`config.mk`:
```
export PLATFORM = sky130hd
export DESIGN_NAME = conflict_serializer
export DESIGN_NICKNAME = d
export VERILOG_FILES = /design/src/serializer_pkg.sv /design/src/ready_slot.sv /design/src/enq_ctrl.sv /design/src/dispatch_arbiter.sv /design/src/running_table.sv /design/src/conflict_serializer.sv
export SDC_FILE = /design/constraint.sdc
export NUM_CORES = 2
export LEC_CHECK = 0
export BUFFER_PORTS_ARGS = -buffer_cell sky130_fd_sc_hd__buf_2
export CAP_MARGIN = 40
export CORE_MARGIN = 3
export CORE_UTILIZATION = 60
export DETAILED_ROUTE_END_ITERATION = 8
export PLACE_DENSITY = 0.82
export SLEW_MARGIN = 10
export SYNTH_ARGS = -nofsm -noshare
export SYNTH_HDL_FRONTEND = slang
export SYNTH_SLANG_ARGS = --single-unit
```
`constraint.sdc`:
```
create_clock -name clk -period 13 [get_ports clk]
set_clock_uncertainty 0.2 [all_clocks]
set_input_delay 1.95 -clock clk [delete_from_list [all_inputs] [get_ports clk]]
set_output_delay 1.95 -clock clk [all_outputs]
set_load 0.01 [all_outputs]
```
`src/serializer_pkg.sv`:
```
package serializer_pkg;

   // ready list geometry
   localparam int LOG_READY_LIST_SIZE = 3;
   localparam int READY_LIST_SIZE = 2 ** LOG_READY_LIST_SIZE;

   // task fields
   localparam int N_TASK_TYPES = 4;
   localparam int TASK_TYPE_WIDTH = 2;
   // a request of this type takes any type up to and including it
   localparam int TASK_TYPE_ALL = 3;
   localparam int LOCALE_WIDTH = 32;
   localparam int RO_BIT = 31;
   localparam int ARGS_WIDTH = 32;
   localparam int LOG_CQ_SLICE_SIZE = 7;

   // occupancy thresholds
   localparam int ALMOST_FULL_THRESHOLD = READY_LIST_SIZE - 4;
   localparam int FULL_THRESHOLD = READY_LIST_SIZE - 1;

   typedef logic [TASK_TYPE_WIDTH-1:0] ttype_t;
   typedef logic [LOCALE_WIDTH-1:0] locale_t;
   typedef logic [ARGS_WIDTH-1:0] args_t;
   typedef logic [LOG_CQ_SLICE_SIZE-1:0] cq_slot_t;
   typedef logic [LOG_READY_LIST_SIZE-1:0] slot_idx_t;

   // index of the lowest set bit, zero when nothing is set
   function automatic logic [31:0] lowest_set(input logic [31:0] vec);
      logic [31:0] idx;
      idx = '0;
      for (int i = 31; i >= 0; i--) begin
         if (vec[i]) begin
            idx = 32'(i);
         end
      end
      return idx;
   endfunction

endpackage

```
`src/ready_slot.sv`:
```
`timescale 1ns/1ns

module ready_slot import serializer_pkg::*; (
   input  logic     clk,
   input  logic     rstn,
   input  logic     shift,
   input  logic     load,
   input  logic     next_valid,
   input  logic     next_conflict,
   input  ttype_t   next_ttype,
   input  locale_t  next_locale,
   input  args_t    next_args,
   input  cq_slot_t next_cq_slot,
   input  logic     new_conflict,
   input  ttype_t   new_ttype,
   input  locale_t  new_locale,
   input  args_t    new_args,
   input  cq_slot_t new_cq_slot,
   input  logic     release_here,
   input  logic     release_next,
   output logic     valid,
   output logic     conflict,
   output ttype_t   ttype,
   output locale_t  locale,
   output args_t    args,
   output cq_slot_t cq_slot
);

   // load only ever targets a slot that is shifting or empty,
   // so it takes priority over the shift path
   always_ff @(posedge clk) begin
      if (!rstn) begin
         valid    <= 1'b0;
         conflict <= 1'b0;
      end else if (load) begin
         valid    <= 1'b1;
         conflict <= new_conflict;
      end else if (shift) begin
         valid    <= next_valid;
         // the upper entry may be released while it moves down
         conflict <= next_conflict & !release_next;
      end else if (release_here) begin
         conflict <= 1'b0;
      end
   end

   always_ff @(posedge clk) begin
      if (load) begin
         ttype   <= new_ttype;
         locale  <= new_locale;
         args    <= new_args;
         cq_slot <= new_cq_slot;
      end else if (shift) begin
         ttype   <= next_ttype;
         locale  <= next_locale;
         args    <= next_args;
         cq_slot <= next_cq_slot;
      end
   end

endmodule

```
`src/enq_ctrl.sv`:
```
`timescale 1ns/1ns

module enq_ctrl import serializer_pkg::*; #(
   parameter int NUM_CORES = 4
) (
   input  logic                                 clk,
   input  logic                                 rstn,
   input  logic                                 m_valid,
   input  locale_t                              m_locale,
   input  logic [READY_LIST_SIZE-1:0]           slot_valid,
   input  locale_t [READY_LIST_SIZE-1:0]        slot_locale,
   input  logic [NUM_CORES-1:0]                 running_match,
   input  logic [NUM_CORES-1:0]                 finished_core_hit,
   input  logic                                 grant_valid,
   input  slot_idx_t                            grant_index,
   output logic                                 m_ready,
   output logic [READY_LIST_SIZE-1:0]           load,
   output locale_t                              new_locale,
   output logic                                 new_conflict,
   output logic                                 almost_full
);

   logic [READY_LIST_SIZE-1:0] empty_vec;
   logic [READY_LIST_SIZE-1:0] queued_match;
   slot_idx_t                  ins_loc;
   logic                       shifting;
   logic                       accept;
   logic [LOG_READY_LIST_SIZE:0] occupancy;

   assign empty_vec = ~slot_valid;
   assign ins_loc   = slot_idx_t'(lowest_set(32'(empty_vec)));

   assign m_ready = m_valid & !slot_valid[ins_loc] & (occupancy <= FULL_THRESHOLD);
   assign accept  = m_valid & m_ready;

   // the insert slot moves down when the list shifts beneath it
   assign shifting = grant_valid & (ins_loc > grant_index);

   always_comb begin
      for (int i = 0; i < READY_LIST_SIZE; i++) begin
         load[i] = accept & (shifting ? (int'(ins_loc) == i + 1) : (int'(ins_loc) == i));
      end
   end

   // read-only tasks still serialize against writers on the same locale
   always_comb begin
      new_locale         = m_locale;
      new_locale[RO_BIT] = 1'b0;
   end

   always_comb begin
      for (int i = 0; i < READY_LIST_SIZE; i++) begin
         queued_match[i] = slot_valid[i] & (slot_locale[i] == new_locale);
      end
   end

   // a core finishing this cycle no longer holds its locale
   assign new_conflict = m_valid & ((queued_match != '0) |
                                    ((running_match & ~finished_core_hit) != '0));

   always_ff @(posedge clk) begin
      if (!rstn) begin
         occupancy <= '0;
      end else if (accept && !grant_valid) begin
         occupancy <= occupancy + 1'b1;
      end else if (!accept && grant_valid) begin
         occupancy <= occupancy - 1'b1;
      end
   end

   assign almost_full = (occupancy >= ALMOST_FULL_THRESHOLD);

endmodule

```
`src/dispatch_arbiter.sv`:
```
`timescale 1ns/1ns

module dispatch_arbiter import serializer_pkg::*; #(
   parameter int NUM_CORES = 4,
   localparam int CORE_W = (NUM_CORES > 1) ? $clog2(NUM_CORES) : 1
) (
   input  logic                          clk,
   input  logic                          rstn,
   input  logic [NUM_CORES-1:0]          s_arvalid,
   input  ttype_t [NUM_CORES-1:0]        s_araddr,
   input  logic [READY_LIST_SIZE-1:0]    slot_valid,
   input  logic [READY_LIST_SIZE-1:0]    slot_conflict,
   input  ttype_t [READY_LIST_SIZE-1:0]  slot_ttype,
   output logic                          grant_valid,
   output slot_idx_t                     grant_index,
   output logic [CORE_W-1:0]             grant_core,
   output logic [NUM_CORES-1:0]          s_rvalid
);

   logic [N_TASK_TYPES-1:0][READY_LIST_SIZE-1:0] type_ready;
   logic [NUM_CORES-1:0]       can_take;
   logic [CORE_W-1:0]          core_sel;
   logic [READY_LIST_SIZE-1:0] task_vec;
   slot_idx_t                  task_sel;

   // eligible slots per requested type
   // the slot handed out last cycle is still in the list until this edge
   always_comb begin
      for (int t = 0; t < N_TASK_TYPES; t++) begin
         for (int j = 0; j < READY_LIST_SIZE; j++) begin
            type_ready[t][j] = slot_valid[j] & !slot_conflict[j]
               & ((t == TASK_TYPE_ALL) ? (slot_ttype[j] <= TASK_TYPE_ALL)
                                       : (slot_ttype[j] == ttype_t'(t)))
               & !(grant_valid & (int'(grant_index) == j));
         end
      end
   end

   always_comb begin
      for (int i = 0; i < NUM_CORES; i++) begin
         can_take[i] = s_arvalid[i]
            & (type_ready[s_araddr[i]] != '0)
            & !(grant_valid & (int'(grant_core) == i));
      end
   end

   // lowest core wins, then its earliest slot
   assign core_sel = CORE_W'(lowest_set(32'(can_take)));
   assign task_vec = type_ready[s_araddr[core_sel]];
   assign task_sel = slot_idx_t'(lowest_set(32'(task_vec)));

   always_ff @(posedge clk) begin
      if (!rstn) begin
         grant_valid <= 1'b0;
         grant_core  <= '0;
         grant_index <= '0;
      end else begin
         grant_valid <= (can_take != '0);
         grant_core  <= core_sel;
         // entries above the outgoing slot move down at this edge
         if (grant_valid && (task_sel > grant_index)) begin
            grant_index <= task_sel - 1'b1;
         end else begin
            grant_index <= task_sel;
         end
      end
   end

   always_comb begin
      for (int i = 0; i < NUM_CORES; i++) begin
         s_rvalid[i] = grant_valid & (int'(grant_core) == i);
      end
   end

endmodule

```
`src/running_table.sv`:
```
`timescale 1ns/1ns

module running_table import serializer_pkg::*; #(
   parameter int NUM_CORES = 4,
   localparam int CORE_W = (NUM_CORES > 1) ? $clog2(NUM_CORES) : 1
) (
   input  logic                   clk,
   input  logic                   rstn,
   input  logic                   grant_valid,
   input  logic [CORE_W-1:0]      grant_core,
   input  locale_t                grant_locale,
   input  logic                   finished_task_valid,
   input  logic [CORE_W-1:0]      finished_task_core,
   input  locale_t                new_locale,
   output logic [NUM_CORES-1:0]   running_match,
   output logic [NUM_CORES-1:0]   finished_core_hit,
   output locale_t                finished_locale,
   output logic                   any_running
);

   locale_t [NUM_CORES-1:0] run_locale;
   logic [NUM_CORES-1:0]    run_valid;

   always_comb begin
      for (int i = 0; i < NUM_CORES; i++) begin
         finished_core_hit[i] = finished_task_valid & (int'(finished_task_core) == i);
         running_match[i]     = run_valid[i] & (run_locale[i] == new_locale);
      end
   end

   always_ff @(posedge clk) begin
      if (!rstn) begin
         run_valid <= '0;
      end else begin
         for (int i = 0; i < NUM_CORES; i++) begin
            if (grant_valid && (int'(grant_core) == i)) begin
               run_valid[i] <= 1'b1;
            end else if (finished_core_hit[i]) begin
               run_valid[i] <= 1'b0;
            end
         end
      end
   end

   always_ff @(posedge clk) begin
      if (grant_valid) begin
         run_locale[grant_core] <= grant_locale;
      end
   end

   assign finished_locale = run_locale[finished_task_core];
   assign any_running     = (run_valid != '0);

endmodule

```
`src/conflict_serializer.sv`:
```
`timescale 1ns/1ns

module conflict_serializer import serializer_pkg::*; #(
   parameter int NUM_CORES = 4,
   localparam int CORE_W = (NUM_CORES > 1) ? $clog2(NUM_CORES) : 1
) (
   input  logic                   clk,
   input  logic                   rstn,
   input  logic                   m_valid,
   input  ttype_t                 m_ttype,
   input  locale_t                m_locale,
   input  args_t                  m_args,
   input  cq_slot_t               m_cq_slot,
   output logic                   m_ready,
   input  logic [NUM_CORES-1:0]   s_arvalid,
   input  ttype_t [NUM_CORES-1:0] s_araddr,
   output logic [NUM_CORES-1:0]   s_rvalid,
   output ttype_t                 s_rtype,
   output locale_t                s_rlocale,
   output args_t                  s_rargs,
   output cq_slot_t               s_cq_slot,
   input  logic                   finished_task_valid,
   input  logic [CORE_W-1:0]      finished_task_core,
   output logic                   almost_full,
   output logic                   all_cores_idle
);

   logic [READY_LIST_SIZE-1:0]     slot_valid, slot_conflict, load, shift;
   ttype_t [READY_LIST_SIZE-1:0]   slot_ttype;
   locale_t [READY_LIST_SIZE-1:0]  slot_locale;
   args_t [READY_LIST_SIZE-1:0]    slot_args;
   cq_slot_t [READY_LIST_SIZE-1:0] slot_cq_slot;
   logic [READY_LIST_SIZE-1:0]     nxt_valid, nxt_conflict, rel_vec, rel_next, fin_match;
   ttype_t [READY_LIST_SIZE-1:0]   nxt_ttype;
   locale_t [READY_LIST_SIZE-1:0]  nxt_locale;
   args_t [READY_LIST_SIZE-1:0]    nxt_args;
   cq_slot_t [READY_LIST_SIZE-1:0] nxt_cq_slot;
   logic                           grant_valid, new_conflict, any_running;
   slot_idx_t                      grant_index, rel_idx;
   logic [CORE_W-1:0]              grant_core;
   locale_t                        new_locale, finished_locale;
   logic [NUM_CORES-1:0]           running_match, finished_core_hit;

   enq_ctrl #(.NUM_CORES(NUM_CORES)) enq_ctrl_i (
      .clk(clk), .rstn(rstn), .m_valid(m_valid), .m_locale(m_locale),
      .slot_valid(slot_valid), .slot_locale(slot_locale),
      .running_match(running_match), .finished_core_hit(finished_core_hit),
      .grant_valid(grant_valid), .grant_index(grant_index), .m_ready(m_ready),
      .load(load), .new_locale(new_locale), .new_conflict(new_conflict),
      .almost_full(almost_full)
   );

   // each slot shifts from its upper neighbour, the top one takes an empty entry
   assign nxt_valid    = {1'b0, slot_valid[READY_LIST_SIZE-1:1]};
   assign nxt_conflict = {1'b0, slot_conflict[READY_LIST_SIZE-1:1]};
   assign nxt_ttype    = {ttype_t'(0), slot_ttype[READY_LIST_SIZE-1:1]};
   assign nxt_locale   = {locale_t'(0), slot_locale[READY_LIST_SIZE-1:1]};
   assign nxt_args     = {args_t'(0), slot_args[READY_LIST_SIZE-1:1]};
   assign nxt_cq_slot  = {cq_slot_t'(0), slot_cq_slot[READY_LIST_SIZE-1:1]};
   assign rel_next     = {1'b0, rel_vec[READY_LIST_SIZE-1:1]};

   // a finish releases only the earliest waiting task on that locale
   assign rel_idx = slot_idx_t'(lowest_set(32'(fin_match)));

   for (genvar i = 0; i < READY_LIST_SIZE; i++) begin : g_slot
      assign fin_match[i] = finished_task_valid & slot_valid[i]
                            & (slot_locale[i] == finished_locale);
      assign rel_vec[i]   = (fin_match != '0) & (rel_idx == slot_idx_t'(i));
      assign shift[i]     = grant_valid & (slot_idx_t'(i) >= grant_index);

      ready_slot slot_i (
         .clk(clk), .rstn(rstn), .shift(shift[i]), .load(load[i]),
         .next_valid(nxt_valid[i]), .next_conflict(nxt_conflict[i]),
         .next_ttype(nxt_ttype[i]), .next_locale(nxt_locale[i]),
         .next_args(nxt_args[i]), .next_cq_slot(nxt_cq_slot[i]),
         .new_conflict(new_conflict), .new_ttype(m_ttype), .new_locale(new_locale),
         .new_args(m_args), .new_cq_slot(m_cq_slot),
         .release_here(rel_vec[i]), .release_next(rel_next[i]),
         .valid(slot_valid[i]), .conflict(slot_conflict[i]), .ttype(slot_ttype[i]),
         .locale(slot_locale[i]), .args(slot_args[i]), .cq_slot(slot_cq_slot[i])
      );
   end

   dispatch_arbiter #(.NUM_CORES(NUM_CORES)) arbiter_i (
      .clk(clk), .rstn(rstn), .s_arvalid(s_arvalid), .s_araddr(s_araddr),
      .slot_valid(slot_valid), .slot_conflict(slot_conflict), .slot_ttype(slot_ttype),
      .grant_valid(grant_valid), .grant_index(grant_index), .grant_core(grant_core),
      .s_rvalid(s_rvalid)
   );

   // response comes straight from the granted slot before it shifts out
   assign s_rtype   = slot_ttype[grant_index];
   assign s_rlocale = slot_locale[grant_index];
   assign s_rargs   = slot_args[grant_index];
   assign s_cq_slot = slot_cq_slot[grant_index];

   running_table #(.NUM_CORES(NUM_CORES)) running_i (
      .clk(clk), .rstn(rstn), .grant_valid(grant_valid), .grant_core(grant_core),
      .grant_locale(s_rlocale), .finished_task_valid(finished_task_valid),
      .finished_task_core(finished_task_core), .new_locale(new_locale),
      .running_match(running_match), .finished_core_hit(finished_core_hit),
      .finished_locale(finished_locale), .any_running(any_running)
   );

   assign all_cores_idle = (slot_valid == '0) & !any_running;

endmodule

```
After elaboration in Yosys (flattened, before gate mapping)
Cells that the tools add are included.
Operators by class
  reductions and logical operators: 83
  multiplexer cells: 178
  add/sub/neg operators: 3
  equality and inequality tests: 63
  order comparisons: 23
  bitwise operators: 157
Operator list (number)
  2-to-1 mux 32 bit: 20
  2-to-1 mux 31 bit: 16
  equality test 31 x 32 -> 1 bit: 8
  equality test 31 bit: 8
  binary-select mux 32 bit (select 3 bit): 2
  AND 1 bit: 153
  bitwise mux 128 bit: 1
  equality test 32 x 31 -> 1 bit: 4
  2-to-1 mux 7 bit: 17
  binary-select mux 8 bit (select 2 bit): 5
  2-to-1 mux 3 bit: 25
  binary-select mux 32 bit (select 2 bit): 1
  demux 32 bit (select 2 bit): 1
  2-to-1 mux 1 bit: 57
  nonzero test 8 bit: 6
  2-to-1 mux 2 bit: 22
  2-to-1 mux 8 bit: 5
  equality test 3 bit (second input constant): 12
  zero test 1 bit: 31
  nonzero test 2 bit: 13
  equality test 2 bit (second input constant): 12
  less-than comparator 2 x 3 -> 1 bit (second input constant): 8
  nonzero test 3 bit: 8
  binary-select mux 7 bit (select 3 bit): 1
  27 further kinds: 71
Storage, ports and cells
  input bits: 91
  output and inout bits: 80
  word-level logic and storage cells: 567
  bits in registers: 734

Longest topological paths before layout
  depth after elaboration: 28
  mapped depth: 23
  gate-level depth less buffers: 21

By module
From an unflattened synthesis, not the netlist that was laid out.
Unflattened totals
  cells, all modules: 3070
  area, all modules: 45591.2 um^2
Modules (own cells, without submodules)
  ready_slot: cells each 167, area an instance 3311.9 um^2, instances 8, seq. area each 2232.1 um^2
  conflict_serializer: cells each 676, area an instance 7567.3 um^2, instances 1, seq. area each 0.0 um^2
  running_table: cells each 368, area an instance 6272.3 um^2, instances 1, seq. area each 3923.8 um^2
  enq_ctrl: cells each 489, area an instance 3759.9 um^2, instances 1, seq. area each 80.1 um^2
  dispatch_arbiter: cells each 201, area an instance 1496.4 um^2, instances 1, seq. area each 120.1 um^2

Worst setup path before layout
No wires, ideal clock.
  kind: flip-flop to flip-flop
  from: register arbiter_i.grant_index[1]
  to: register g_slot[1].slot_i.args[0] (enable)
  arrival time: 6.077 ns
  library setup time: 0.602 ns
  period minus slack after synthesis: 6.879 ns
  data required time: 12.198 ns
  path buffers: 3
  cell stages (with the launch flop): 5
  path slack: 6.121 ns
  path through: dfxtp_1 buf_6 clkbuf_1 clkbuf_1 o21ai_0
On the way
  cells in the longest elaborated chain, start to end: 5
  elaborated cells on any way between the ends: 7
  those cells by class: order compare: 2; mux: 1; bitwise: 3; reduce/logical: 1
Ends and longest elaborated chain
  start: declaration: RTL line dispatch_arbiter.sv:15  | output slot_idx_t grant_index,
  start signal: assignment: RTL line dispatch_arbiter.sv:62  | grant_index <= task_sel - 1'b1;
  start signal: assignment: RTL line dispatch_arbiter.sv:64  | grant_index <= task_sel;
  > comparator 3 bit: RTL line enq_ctrl.sv:37  | assign shifting = grant_valid & (ins_loc > grant_index);
  AND 1 bit: RTL line enq_ctrl.sv:37
  2-to-1 mux 1 bit: RTL line enq_ctrl.sv:41  | load[i] = accept & (shifting ? (int'(ins_loc) == i + 1) : (int'(ins_loc) == i));
  AND 1 bit: RTL line enq_ctrl.sv:41
  nonzero test 2 bit (no source line) *
  end signal: assignment: RTL line ready_slot.sv:51  | args <= new_args;
  end signal: assignment: RTL line ready_slot.sv:56  | args <= next_args;
  end: declaration: RTL line ready_slot.sv:25  | output args_t args,
Mark *: on every way between the ends. The rest lies on a longest branch, timed or not.
A chain may end at the register's enable or synchronous reset.

Final worst setup path
  from: register arbiter_i.grant_index[1]
  to: register arbiter_i.grant_index[2]
On the way
  cells in the longest elaborated chain, start to end: 28
  elaborated cells on any way between the ends: 96
  those cells by class: add/sub: 1; order compare: 1; eq/ne: 7; mux: 25; bitwise: 48; reduce/logical: 14
Ends and longest elaborated chain
  equality test 3 x 2 -> 1 bit (tied with other cells): RTL line dispatch_arbiter.sv:34  | & !(grant_valid & (int'(grant_index) == j));
  AND 1 bit: RTL line dispatch_arbiter.sv:34
  zero test 1 bit: RTL line dispatch_arbiter.sv:34
  AND 1 bit: RTL line dispatch_arbiter.sv:34
  binary-select mux 8 bit (select 2 bit): RTL line dispatch_arbiter.sv:42  | & (type_ready[s_araddr[i]] != '0)
  2-to-1 mux 8 bit (implied by the code): RTL line dispatch_arbiter.sv:42
  nonzero test 8 bit: RTL line dispatch_arbiter.sv:42
  AND 1 bit: RTL line dispatch_arbiter.sv:42
  (+5 left out)
  binary-select mux 2 bit (select 2 bit): RTL line dispatch_arbiter.sv:49  | assign task_vec = type_ready[s_araddr[core_sel]];
  2-to-1 mux 2 bit (implied by the code): RTL line dispatch_arbiter.sv:49
  binary-select mux 8 bit (select 2 bit): RTL line dispatch_arbiter.sv:49
  2-to-1 mux 8 bit (implied by the code): RTL line dispatch_arbiter.sv:49
  2-to-1 mux 3 bit (8 in series): RTL line serializer_pkg.sv:32  | if (vec[i]) begin
  > comparator 3 bit: RTL line dispatch_arbiter.sv:61  | if (grant_valid && (task_sel > grant_index)) begin
  logical AND 1 bit: RTL line dispatch_arbiter.sv:61
  2-to-1 mux 3 bit *: RTL line dispatch_arbiter.sv:61
Mark *: on every way between the ends. The rest lies on a longest branch, timed or not. The select of a mux whose other input is x is not followed.

==> qor.csv <==
metric;value;unit
status;finished, final reports clean;
Die Area;74000;um2
cts repair resizes;0;
top cell type's share of synthesized area;0.495;
Routed Antenna Nets;0;
Hold WC Path Type;flop to flop;
DP Worst Slack;6.42;ns
leakage power total;15.8;nW
Core ar.;69300;um2
register area;21600;um2
register clock-pin slew on the reported worst setup and hold paths;0.06;ns
Sum Neg Setup Slack;0;ns
Tot GR Track Use;0.371;
P&R area growth vs syn;10.8;%
final estimated routing congestion in global placement;1.08;
clk_lat worst skew;0.67;ns
Cell Rows;96;
dominant cell type by area after synthesis;edfxtp_1;
Final period util;0.505;
Yosys cell types;74;
CP arrival;6.89;ns
Vias;28800;
Setup-failing EPs final;0;
worst r2r dst;arbiter_i.grant_index[2]$_SDFF_PN0_;
layout cell share with drive strength beyond 1;0.325;
vias in the first global route;29100;
Post-Syn Nets;3234;
reg-to-reg startpoint;arbiter_i.grant_index[1]$_SDFF_PN0_;
Ports;171;
CTS HTree Levels;3;
PwrDens;206;nW/um2
Post-synth ARST share;0;
total gr overflow;0;
hold depth;2;
crit path kind;flop to flop;
Post-Syn Area per Cell;13.6;um2
Worst setup EP type;flop;
postcts setup bufs;0;
starting density of the core;0.613;
Slew HR;0.364;
die width;272;um
CTS tree;built;
CP Max Fanout;54;
initial DRC count;3799;
Peak Freq;152;MHz
number of CTS-inserted buffers;80;
Post-synth top flop;edfxtp_1;
fillcell total;4868;
Vert. Die Dim;272;um
pin count of the biggest net entering global routing;60;
WL/cell;32.6;um
Hold Crit Endpoint;enq_ctrl_i.occupancy[3]$_SDFFE_PN0P_;
Pre-antenna DRT Iters;5;
clk buf depth;3;
reg-to-reg slack, setup;6.44;ns
Post-Route WL;137000;um
DP Area;44300;um2
Seq cells post-synth;730;
first-pass GRT wire length;201000;um
CTS Root Cell;clkbuf_16;
clk sinks;730;
max cap viols;0;
CP startpoint;arbiter_i.grant_index[1]$_SDFF_PN0_;
final worst slack;6.44;ns
DP HPWL;95600;um
final core occ;0.679;
initial antenna violation count;5;
fin. max-slew vios;0;
CP required;13.33;ns
Cells after Synth;3133;
Post-synth top cells;700 x edfxtp_1, 501 x mux2_2, 450 x xnor2_1, 270 x nand2_1, 175 x mux4_2;
DRC viols;0;
Hold Startpoint;enq_ctrl_i.occupancy[3]$_SDFFE_PN0P_;
Post-synth EDFFs;700;
crit path time final;6.56;ns
final hold violation count;0;
Final #Nets;3303;
area of the mapped netlist;42500;um2
Syn. warnings;0;
main area contributors after synthesis;edfxtp_1 50%, mux2_2 13%, xnor2_1 9.3%;
CP Launch Type;flop;
Buffers on Ports;168;
VDD IR max;0.000152;V
area of the multi-input gates;19900;um2
most frequent cell after synthesis;edfxtp_1;
vias per inst;6.86;
Final Instance Area;47000;um2
Slew @ Worst Pin;0.945;ns
total power;9.69;mW
Register-to-Register Path Depth;22;
hold buffers post-CTS;0;
unrepaired setup endpoints after global routing;no;
Seq/Total Area, Yosys;0.509;
where the power goes:
| group | leakage, nW | internal [mW] | switching [mW] |
|---|---|---|---|
| combinational | 7.69 | 1.41 | 1.95 |
| clock | 1.31 | 1.37 | 0.986 |
| sequential | 6.84 | 3.45 | 0.523 |
sequential cells by signal, indices dropped and copies added (netlist names):
signal,cells
g_slot.slot_i.locale,248
g_slot.slot_i.cq_slot,56
g_slot.slot_i.conflict,8
arbiter_i.grant_valid,1
g_slot.slot_i.args,256
g_slot.slot_i.ttype,16
arbiter_i.grant_core,2
running_i.run_valid,4
arbiter_i.grant_index,3
enq_ctrl_i.occupancy,4
running_i.run_locale,124
g_slot.slot_i.valid,8
layer usage:
layer	vias up	routed length [um]	global-route usage
met4	2	8780	0.201
met1	14600	50300	0.494
met3	398	13700	0.0640
li1	11900	-	-
met5	-	12	0
met2	1894	64100	0.586
stage by stage:
step	instances	hold slack, ns
floorplan	3133	0.267
global placement	4033	0.287
detailed placement	4049	0.317
CTS	4198	0.324
global route	4203	0.362
finish	4204	0.329
cell type report:
class | count | share of cell area
antenna | 4 | 0.000213
clock buffer | 102 | 0.0452
clock inverter | 47 | 0.0122
inverter | 43 | 0.00343
multi-input combinational | 2130 | 0.423
sequential | 730 | 0.460
tap | 931 | 0.0248
timing repair buffer | 217 | 0.0312
critical path, stage by stage, from the launching register on:
cell and delay [ns]:
dfxtp_4 0.87, buf_4 0.32, buf_16 0.28, and4bb_1 0.28
nor4_1 0.48, or4_4 0.25, nor4_1 0.05, a2111oi_1 0.56
o21ba_4 0.24, a21o_1 0.19, a32o_2 0.36, a21oi_1 0.25
o221ai_2 0.18, nor2b_1 0.18, a311oi_1 0.26, o21ai_1 0.19
ha_1 0.23, inv_1 0.06, a31oi_1 0.09, a311o_1 0.38
mux2i_4 0.21, a21oi_1 0.10, a31o_1 0.18
layout by cell type (no fill, tap or decap), types with 39 or more instances in the layout:
cell type,netlist,final
inv_1,41,41
mux2_2,501,501
nor4_1,93,93
buf_2,5,170
mux4_2,175,175
and2_1,74,74
clkbuf_16,0,81
nand4_1,130,130
edfxtp_1,700,700
xor2_1,174,174
nand2_1,270,261
a21oi_1,39,39
xnor2_1,450,450
worst max path at each step:
stage,to,slack (ns),depth (start not counted)
floorplan,g_slot[1].slot_i.args[0]$_DFFE_PP_,6.12,4
detailed placement,g_slot[6].slot_i.conflict$_SDFFE_PN0P_,6.42,14
finish,arbiter_i.grant_index[2]$_SDFF_PN0_,6.44,22
global route,arbiter_i.grant_index[0]$_SDFF_PN0_,6.19,22
CTS,arbiter_i.grant_index[2]$_SDFF_PN0_,6.53,20
global placement,s_rlocale[20],6.04,7
cells by family after synthesis:
logic type	after synthesis	synth area share
and+or+nand+nor	681	0.0833
muxes	689	0.229
buffers and inverters	273	0.0251
AOI/OAI and AO/OA	125	0.0209
adders and majority gates	10	0.00312
DFF	730	0.509
other	1	0.0000883
xor gates and xnor gates	624	0.129
Power figures use the tool's default switching activity.
